$ cat config.mk
export PLATFORM = sky130hd
export DESIGN_NAME = program_loader
export DESIGN_NICKNAME = d
export VERILOG_FILES = /design/src/rtl/loader_pkg.sv /design/src/rtl/uart_rx.sv /design/src/rtl/word_assembler.sv /design/src/rtl/load_sequencer.sv /design/src/rtl/program_ram.sv /design/src/rtl/hex_seg_display.sv /design/src/rtl/program_loader.sv
export SDC_FILE = /design/constraint.sdc
export NUM_CORES = 2
export LEC_CHECK = 0
export ABC_CLOCK_PERIOD_IN_PS = 8060
export BUFFER_PORTS_ARGS = -buffer_cell sky130_fd_sc_hd__buf_2
export CORE_UTILIZATION = 45
export DETAILED_ROUTE_END_ITERATION = 10
export MAX_ROUTING_LAYER = met4
export PLACE_DENSITY = 0.62
export SLEW_MARGIN = 20
export SYNTH_ARGS = -nofsm -noshare
export SYNTH_HDL_FRONTEND = slang
export SYNTH_HIERARCHICAL = 1
export SYNTH_SLANG_ARGS = --single-unit
$ cat constraint.sdc
create_clock -name sysclk -period 8.06 [get_ports sysclk]
set_input_delay 0.806 -clock sysclk [delete_from_list [all_inputs] [get_ports sysclk]]
set_output_delay 0.806 -clock sysclk [all_outputs]
set_load 0.02 [all_outputs]
$ cat src/rtl/loader_pkg.sv
package loader_pkg;

    // program word and memory geometry
    localparam int WORD_WIDTH = 16;
    localparam int ADDR_WIDTH = 8;
    localparam int RAM_DEPTH = 256;
    localparam logic [ADDR_WIDTH-1:0] LAST_ADDR = ADDR_WIDTH'(RAM_DEPTH - 1);

    // uart bit timing, in sysclk cycles
    localparam int CLKS_PER_BIT = 8;
    localparam int BIT_CNT_WIDTH = $clog2(CLKS_PER_BIT);
    localparam logic [BIT_CNT_WIDTH-1:0] BIT_LAST = BIT_CNT_WIDTH'(CLKS_PER_BIT - 1);
    localparam logic [BIT_CNT_WIDTH-1:0] BIT_HALF = BIT_CNT_WIDTH'(CLKS_PER_BIT / 2 - 1);

    typedef enum logic [1:0] {
        RX_IDLE,
        RX_START,
        RX_DATA,
        RX_STOP
    } rx_state_t;

    typedef enum logic {
        RAM_CLEAR,
        RAM_READY
    } ram_state_t;

    // active low segments, gfedcba, indexed by hex value
    localparam logic [6:0] SEG_TABLE [16] = '{
        7'h40, 7'h79, 7'h24, 7'h30,
        7'h19, 7'h12, 7'h02, 7'h78,
        7'h00, 7'h10, 7'h08, 7'h03,
        7'h46, 7'h21, 7'h06, 7'h0e
    };

endpackage

$ cat src/rtl/uart_rx.sv
`timescale 1ns/1ps

module uart_rx (
    input  logic       sysclk,
    input  logic       sysrst,
    input  logic       rx,
    output logic       byte_valid,
    output logic [7:0] byte_data
);
    import loader_pkg::*;

    rx_state_t state;
    logic [1:0] rx_sync;
    logic [BIT_CNT_WIDTH-1:0] bit_cnt;
    logic [2:0] bit_idx;
    logic rx_s;

    assign rx_s = rx_sync[1];

    // line idles high
    always_ff @(posedge sysclk) begin
        if (!sysrst) begin
            rx_sync <= 2'b11;
        end else begin
            rx_sync <= {rx_sync[0], rx};
        end
    end

    always_ff @(posedge sysclk) begin
        if (!sysrst) begin
            state      <= RX_IDLE;
            bit_cnt    <= '0;
            bit_idx    <= '0;
            byte_valid <= 1'b0;
        end else begin
            byte_valid <= 1'b0;
            case (state)
                RX_IDLE: begin
                    bit_cnt <= '0;
                    if (!rx_s) begin
                        state <= RX_START;
                    end
                end
                RX_START: begin
                    // half a bit in, the line must still be low
                    if (bit_cnt == BIT_HALF) begin
                        bit_cnt <= '0;
                        bit_idx <= '0;
                        state   <= rx_s ? RX_IDLE : RX_DATA;
                    end else begin
                        bit_cnt <= bit_cnt + 1'b1;
                    end
                end
                RX_DATA: begin
                    if (bit_cnt == BIT_LAST) begin
                        bit_cnt <= '0;
                        if (bit_idx == 3'd7) begin
                            state <= RX_STOP;
                        end
                        bit_idx <= bit_idx + 1'b1;
                    end else begin
                        bit_cnt <= bit_cnt + 1'b1;
                    end
                end
                RX_STOP: begin
                    if (bit_cnt == BIT_LAST) begin
                        // framing error drops the byte
                        byte_valid <= rx_s;
                        bit_cnt    <= '0;
                        state      <= RX_IDLE;
                    end else begin
                        bit_cnt <= bit_cnt + 1'b1;
                    end
                end
                default: state <= RX_IDLE;
            endcase
        end
    end

    // lsb first, sampled mid bit
    always_ff @(posedge sysclk) begin
        if (state == RX_DATA && bit_cnt == BIT_LAST) begin
            byte_data <= {rx_s, byte_data[7:1]};
        end
    end

    a_single_strobe: assert property (@(posedge sysclk) disable iff (!sysrst)
        byte_valid |=> !byte_valid);

endmodule

$ cat src/rtl/word_assembler.sv
`timescale 1ns/1ps

module word_assembler (
    input  logic                              sysclk,
    input  logic                              sysrst,
    input  logic                              byte_valid,
    input  logic [7:0]                        byte_data,
    input  logic                              restart,
    output logic                              word_valid,
    output logic [loader_pkg::WORD_WIDTH-1:0] word_data
);
    import loader_pkg::*;

    // high when the high byte is held and the low byte is due
    logic phase;
    logic [7:0] high_byte;
    logic take_high;
    logic take_low;

    // a restart in the same cycle makes this byte the high one
    assign take_high = byte_valid && (!phase || restart);
    assign take_low  = byte_valid && phase && !restart;

    always_ff @(posedge sysclk) begin
        if (!sysrst) begin
            phase      <= 1'b0;
            word_valid <= 1'b0;
        end else begin
            word_valid <= take_low;
            if (take_high) begin
                phase <= 1'b1;
            end else if (take_low || restart) begin
                phase <= 1'b0;
            end
        end
    end

    always_ff @(posedge sysclk) begin
        if (take_high) begin
            high_byte <= byte_data;
        end
        if (take_low) begin
            word_data <= {high_byte, byte_data};
        end
    end

endmodule

$ cat src/rtl/load_sequencer.sv
`timescale 1ns/1ps

module load_sequencer (
    input  logic                              sysclk,
    input  logic                              sysrst,
    input  logic                              load_en,
    input  logic                              word_valid,
    input  logic [loader_pkg::WORD_WIDTH-1:0] word_data,
    input  logic                              mem_ready,
    output logic                              wr_en,
    output logic [loader_pkg::ADDR_WIDTH-1:0] wr_addr,
    output logic [loader_pkg::WORD_WIDTH-1:0] wr_data,
    output logic                              restart,
    output logic [loader_pkg::ADDR_WIDTH-1:0] load_addr,
    output logic [loader_pkg::WORD_WIDTH-1:0] last_word
);
    import loader_pkg::*;

    logic [1:0] load_sync;
    logic load_prev;
    logic load_on;
    logic load_rise;
    logic accept;
    logic [ADDR_WIDTH-1:0] base_addr;

    assign load_on   = load_sync[1];
    assign load_rise = load_on && !load_prev;
    assign accept    = word_valid && load_on && mem_ready;

    // switch turning on restarts from address zero
    assign base_addr = load_rise ? '0 : load_addr;

    always_ff @(posedge sysclk) begin
        if (!sysrst) begin
            load_sync <= 2'b00;
            load_prev <= 1'b0;
            restart   <= 1'b0;
            wr_en     <= 1'b0;
            load_addr <= '0;
            last_word <= '0;
        end else begin
            load_sync <= {load_sync[0], load_en};
            load_prev <= load_on;
            restart   <= load_rise;
            wr_en     <= accept;
            if (accept) begin
                // wraps past the top of memory
                load_addr <= base_addr + 1'b1;
                last_word <= word_data;
            end else if (load_rise) begin
                load_addr <= '0;
            end
        end
    end

    always_ff @(posedge sysclk) begin
        if (accept) begin
            wr_addr <= base_addr;
            wr_data <= word_data;
        end
    end

    // no write may reach the memory while it is still clearing
    a_write_when_ready: assert property (@(posedge sysclk) disable iff (!sysrst)
        wr_en |-> mem_ready);

endmodule

$ cat src/rtl/program_ram.sv
`timescale 1ns/1ps

module program_ram (
    input  logic                              sysclk,
    input  logic                              sysrst,
    input  logic                              wr_en,
    input  logic [loader_pkg::ADDR_WIDTH-1:0] wr_addr,
    input  logic [loader_pkg::WORD_WIDTH-1:0] wr_data,
    input  logic [loader_pkg::ADDR_WIDTH-1:0] rd_addr,
    output logic [loader_pkg::WORD_WIDTH-1:0] rd_data,
    output logic                              mem_ready
);
    import loader_pkg::*;

    ram_state_t state;
    logic [ADDR_WIDTH-1:0] clr_addr;
    logic [WORD_WIDTH-1:0] mem [RAM_DEPTH];

    assign mem_ready = (state == RAM_READY);

    // one address cleared per cycle after reset
    always_ff @(posedge sysclk) begin
        if (!sysrst) begin
            state    <= RAM_CLEAR;
            clr_addr <= '0;
        end else begin
            case (state)
                RAM_CLEAR: begin
                    clr_addr <= clr_addr + 1'b1;
                    if (clr_addr == LAST_ADDR) begin
                        state <= RAM_READY;
                    end
                end
                RAM_READY: begin
                    state <= RAM_READY;
                end
                default: state <= RAM_CLEAR;
            endcase
        end
    end

    // the sweep owns the write port until it is done
    always_ff @(posedge sysclk) begin
        if (state == RAM_CLEAR) begin
            mem[clr_addr] <= '0;
        end else if (wr_en) begin
            mem[wr_addr] <= wr_data;
        end
    end

    always_ff @(posedge sysclk) begin
        rd_data <= mem[rd_addr];
    end

    a_ready_holds: assert property (@(posedge sysclk) disable iff (!sysrst)
        mem_ready |=> mem_ready);

endmodule

$ cat src/rtl/hex_seg_display.sv
`timescale 1ns/1ps

module hex_seg_display (
    input  logic [loader_pkg::ADDR_WIDTH-1:0] load_addr,
    input  logic [loader_pkg::WORD_WIDTH-1:0] last_word,
    output logic [7:0]                        hex0,
    output logic [7:0]                        hex1,
    output logic [7:0]                        hex2,
    output logic [7:0]                        hex3,
    output logic [7:0]                        hex4,
    output logic [7:0]                        hex5
);
    import loader_pkg::*;

    // decimal point in bit 7, held off
    function automatic logic [7:0] seg_digit(input logic [3:0] nibble);
        seg_digit = {1'b1, SEG_TABLE[nibble]};
    endfunction

    logic [3:0] addr_hi;
    logic [3:0] addr_lo;

    // address is two digits wide
    assign addr_hi = load_addr[7:4];
    assign addr_lo = load_addr[3:0];

    always_comb begin
        hex5 = seg_digit(addr_hi);
        hex4 = seg_digit(addr_lo);
        hex3 = seg_digit(last_word[15:12]);
        hex2 = seg_digit(last_word[11:8]);
        hex1 = seg_digit(last_word[7:4]);
        hex0 = seg_digit(last_word[3:0]);
    end

endmodule

$ cat src/rtl/program_loader.sv
`timescale 1ns/1ps

module program_loader (
    input  logic                              sysclk,
    input  logic                              sysrst,
    input  logic                              rx,
    input  logic                              load_en,
    input  logic [loader_pkg::ADDR_WIDTH-1:0] rd_addr,
    output logic [loader_pkg::WORD_WIDTH-1:0] rd_data,
    output logic                              mem_ready,
    output logic [7:0]                        hex0,
    output logic [7:0]                        hex1,
    output logic [7:0]                        hex2,
    output logic [7:0]                        hex3,
    output logic [7:0]                        hex4,
    output logic [7:0]                        hex5
);
    import loader_pkg::*;

    logic                  byte_valid;
    logic [7:0]            byte_data;
    logic                  word_valid;
    logic [WORD_WIDTH-1:0] word_data;
    logic                  restart;
    logic                  wr_en;
    logic [ADDR_WIDTH-1:0] wr_addr;
    logic [WORD_WIDTH-1:0] wr_data;
    logic [ADDR_WIDTH-1:0] load_addr;
    logic [WORD_WIDTH-1:0] last_word;

    uart_rx u_uart_rx (
        .sysclk     (sysclk),
        .sysrst     (sysrst),
        .rx         (rx),
        .byte_valid (byte_valid),
        .byte_data  (byte_data)
    );

    word_assembler u_word_assembler (
        .sysclk     (sysclk),
        .sysrst     (sysrst),
        .byte_valid (byte_valid),
        .byte_data  (byte_data),
        .restart    (restart),
        .word_valid (word_valid),
        .word_data  (word_data)
    );

    load_sequencer u_load_sequencer (
        .sysclk     (sysclk),
        .sysrst     (sysrst),
        .load_en    (load_en),
        .word_valid (word_valid),
        .word_data  (word_data),
        .mem_ready  (mem_ready),
        .wr_en      (wr_en),
        .wr_addr    (wr_addr),
        .wr_data    (wr_data),
        .restart    (restart),
        .load_addr  (load_addr),
        .last_word  (last_word)
    );

    // stands in for the board sdram
    program_ram u_program_ram (
        .sysclk    (sysclk),
        .sysrst    (sysrst),
        .wr_en     (wr_en),
        .wr_addr   (wr_addr),
        .wr_data   (wr_data),
        .rd_addr   (rd_addr),
        .rd_data   (rd_data),
        .mem_ready (mem_ready)
    );

    hex_seg_display u_hex_seg_display (
        .load_addr (load_addr),
        .last_word (last_word),
        .hex0      (hex0),
        .hex1      (hex1),
        .hex2      (hex2),
        .hex3      (hex3),
        .hex4      (hex4),
        .hex5      (hex5)
    );

endmodule

==> reports/qor.csv <==
metric;value;unit
run_status;finished, final reports clean;
clk_path_buf_depth;4;
core-area;366000;um^2
ant_nets;0;
critPathCaptureType;register;
min-delay-path-class;input pin to register;
avgViaCountPerCell;6.21;
grt_start_max_net_pins;193;
first_pass_grt_wire_length;627;mm
clk-insertion-delay-late;0.98;ns
slew_viol_final;0;
avgRoutedWirePerCell;32.9;um
cellLeakagePower;58.7;nW
layout.cells.most_common;sky130_fd_sc_hd__edfxtp_1;
synth_sequential_area_ratio;76.3;%
chipWidth;608;um
postSynth.asyncResetShare;0;%
synth_top_cell_by_area;sky130_fd_sc_hd__edfxtp_1;
max-vdd-ir-drop;0.000232;V
most_used_routing_layer_in_global_routing;met2;
worstReg2RegEnd;u_program_ram/mem[106][13];
syn_avg_cell_area;20.8;um^2
floorplan.initialDensity;45.2;%
number_of_global_route_vias_before_repair;82600;
syn-cell-area;165000;um^2
groute.usage.overall;24.4;%
timing.reg2reg.worst_path_depth;6;
numCtsBuffers;426;
layout.nets;8390;
ratio_of_cells_with_drive_above_1_in_the_final_layout;25.2;%
regToRegStartpoint;u_load_sequencer/wr_en;
clock_skew;0.0433;ns
worst-endpoint-required;8.93;ns
period_needed;4.68;ns
postRouteWirelength;444;mm
setup-tns-final;0;ns
synthDominantCellAreaShare;75.5;%
clock_sinks;4219;
gate_count_post_synth;7929;
drt_first_pass_iters;7;
die_area;369000;um^2
grt_setup_unrepaired;no;
met3_usage;4.25;%
cts_tree;yes;
yosys-top-cells-area;sky130_fd_sc_hd__edfxtp_1 76%, sky130_fd_sc_hd__mux4_2 12%, sky130_fd_sc_hd__mux2i_1 2.1%;
timing.critical_path.fanout_max;82;
syn2layout_area_growth;12.6;%
setup-violations-final;0;
timing.fmax;214;MHz
num_rows;222;
synth_top_flop_cell;sky130_fd_sc_hd__edfxtp_1;
postCtsHoldBufs;0;
timing.hold.worst_path_depth;2;
drc_errors;0;
mostFrequentLayoutCells;4,152 x sky130_fd_sc_hd__edfxtp_1, 864 x sky130_fd_sc_hd__mux4_2, 430 x sky130_fd_sc_hd__clkbuf_16, 351 x sky130_fd_sc_hd__buf_4, 350 x sky130_fd_sc_hd__mux2i_1;
use_met1;33.9;%
number_of_antenna_violations_at_the_first_check_in_global_routing;25;
boundaryPins;77;
cap_viol_max_count;0;
grt-ovfl-total;0;
max_slew_margin;15.2;%
timing.critical_path.arrival;5.55;ns
yosys_warnings;6;
final-hold-violation-count;0;
total_power;45.1;mW
timing.setup.critical_path_class;input pin to register;
synth.distinct_cells;73;
period_share;58.1;%
clkTransAtPathRegs;0.06;ns
ys_seq_elements;4219;
total_via_count_after_detailed_routing;83900;
gpl.final_weighted_congestion;0.946;
transition_time_at_the_pin_with_the_least_slew_margin;1.26;ns
worst_setup_path_start_kind;input pin;
final.fill_count;28700;
post-cts-setup-buffers;0;
groute.layer.met2.usage;36.9;%
worstHoldStart;rx;
synth_enable_flop_cells;4152;
clock_tree.root_cell;sky130_fd_sc_hd__clkbuf_16;
worst-r2r-setup-slack;3.52;ns
htree_num_levels;5;
die_height;608;um
placement.io_buffers;70;
timing.hold.worst_endpoint;u_uart_rx/rx_sync[0];
power-per-cell-area;242;nW/um^2
cts-resized-gates;0;
dp.final_hpwl;262;mm
detail_route.iter0.violations;11400;
==> layout make-up <==
| class | instances | area [um^2] | share of cell area (%) |
|---|---|---|---|
| clock inverters | 249 | 2560 | 1.38 |
| diodes | 13 | 32.5 | 0.0175 |
| inverters | 29 | 123 | 0.0660 |
| well taps | 4816 | 6030 | 3.24 |
| repair buffers | 451 | 3640 | 1.96 |
| clock buffers | 528 | 11200 | 6.03 |
| flip-flops and latches | 4219 | 126000 | 67.8 |
| multi-input cells | 3201 | 36300 | 19.5 |
==> worst max path at each step <==
stage                       startpoint                          to  slack [ns]
2_1_floorplan  u_program_ram/mem_ready    u_program_ram/mem[0][10]        2.77
3_3_place_gp                rd_addr[1]    u_program_ram/rd_data[5]        2.47
3_5_place_dp                rd_addr[1]    u_program_ram/rd_data[5]        2.51
4_1_cts                     rd_addr[1]    u_program_ram/rd_data[5]        3.56
5_1_grt         u_load_sequencer/wr_en  u_program_ram/mem[106][13]        3.32
6_report                    rd_addr[1]    u_program_ram/rd_data[1]        3.38
==> cells in the mapped netlist, drive strengths merged, types with 2 or more instances <==
cell / instances
a22o: 34
o21ai: 138
nand4bb: 2
nor3: 115
a211oi: 38
nand2: 176
mux2: 158
o22ai: 132
a221o: 23
mux4: 869
a21boi: 20
dfxtp: 67
o32a: 13
ha: 50
clkbuf: 163
and3: 22
o32ai: 2
o21a: 4
o221ai: 90
o22a: 4
or3b: 6
or4: 14
o211ai: 14
a221oi: 107
nor4: 22
nand4: 22
or3: 17
a22oi: 74
xnor2: 4
nor2b: 12
mux2i: 350
nor2: 363
o31ai: 8
edfxtp: 4152
a2111oi: 11
a31oi: 3
a21oi: 153
nand2b: 14
a32o: 5
nand3b: 19
and2: 21
inv: 28
buf: 322
nand4b: 17
nand3: 40
==> kinds of logic after synthesis <==
family / synth area share [%]
AOI/OAI and AO/OA: 3.71
xor gates and xnor gates: 0.0212
adders and majority gates: 0.379
buffers and inverters: 1.99
DFF: 76.3
muxes: 15.1
other: 0.00227
and+or+nand+nor: 2.52
==> power breakdown <==
group	internal (mW)	switching, mW	leakage (nW)
combinational	0.610	1.08	13.5
sequential	23.8	0.0565	38.4
clock	11.3	8.28	6.74
total	35.6	9.42	58.7
==> worst max-delay path, stage by stage <==
cell and delay [ns]:
sky130_fd_sc_hd__buf_8 0.39, sky130_fd_sc_hd__nor2b_4 0.72, sky130_fd_sc_hd__buf_4 0.89, sky130_fd_sc_hd__a221oi_1 0.48, sky130_fd_sc_hd__a22oi_1 0.30, sky130_fd_sc_hd__nand4_1 0.29, sky130_fd_sc_hd__nand4b_1 0.46, sky130_fd_sc_hd__or4_1 0.84
sky130_fd_sc_hd__nor3_1 0.28
==> metrics by stage <==
step / instance area (um^2) / util, % / cells / hold WS [ns] / setup WS [ns]
finish: 186000 / 50.9 / 13500 / 0.0771 / 3.38
global route: 186000 / 50.9 / 13500 / 0.0571 / 3.32
floorplan: 165000 / - / 7934 / 0.383 / 2.77
detailed placement: 172000 / 47.0 / 12700 / 0.406 / 2.51
global placement: 172000 / 47.0 / 12700 / 0.396 / 2.47
CTS: 186000 / 50.8 / 13500 / 0.0125 / 3.56
==> flip-flops by register name (all words and copies together), names as in the netlist, 2 cells and up, named ones only <==
| register | cells |
|---|---|
| u_uart_rx/bit_idx | 3 |
| u_uart_rx/bit_cnt | 3 |
| u_uart_rx/byte_data | 8 |
| u_load_sequencer/last_word | 16 |
| u_program_ram/mem | 4096 |
| u_load_sequencer/wr_data | 16 |
| u_word_assembler/high_byte | 8 |
| u_program_ram/rd_data | 16 |
| u_load_sequencer/load_sync | 2 |
| u_word_assembler/word_data | 16 |
| u_load_sequencer/load_addr | 8 |
| u_program_ram/clr_addr | 8 |
| u_load_sequencer/wr_addr | 8 |
| u_uart_rx/rx_sync | 2 |
==> layer usage <==
| metal | share of wire (%) | up-vias | wire length [um] |
|---|---|---|---|
| li1 | - | 34100 | - |
| met1 | 41 | 44900 | 181000 |
| met2 | 47 | 4224 | 207000 |
| met3 | 9.2 | 703 | 40700 |
| met4 | 3.4 | 0 | 15200 |
| met5 | 0 | - | 0 |
Power figures use the tool's default switching activity.
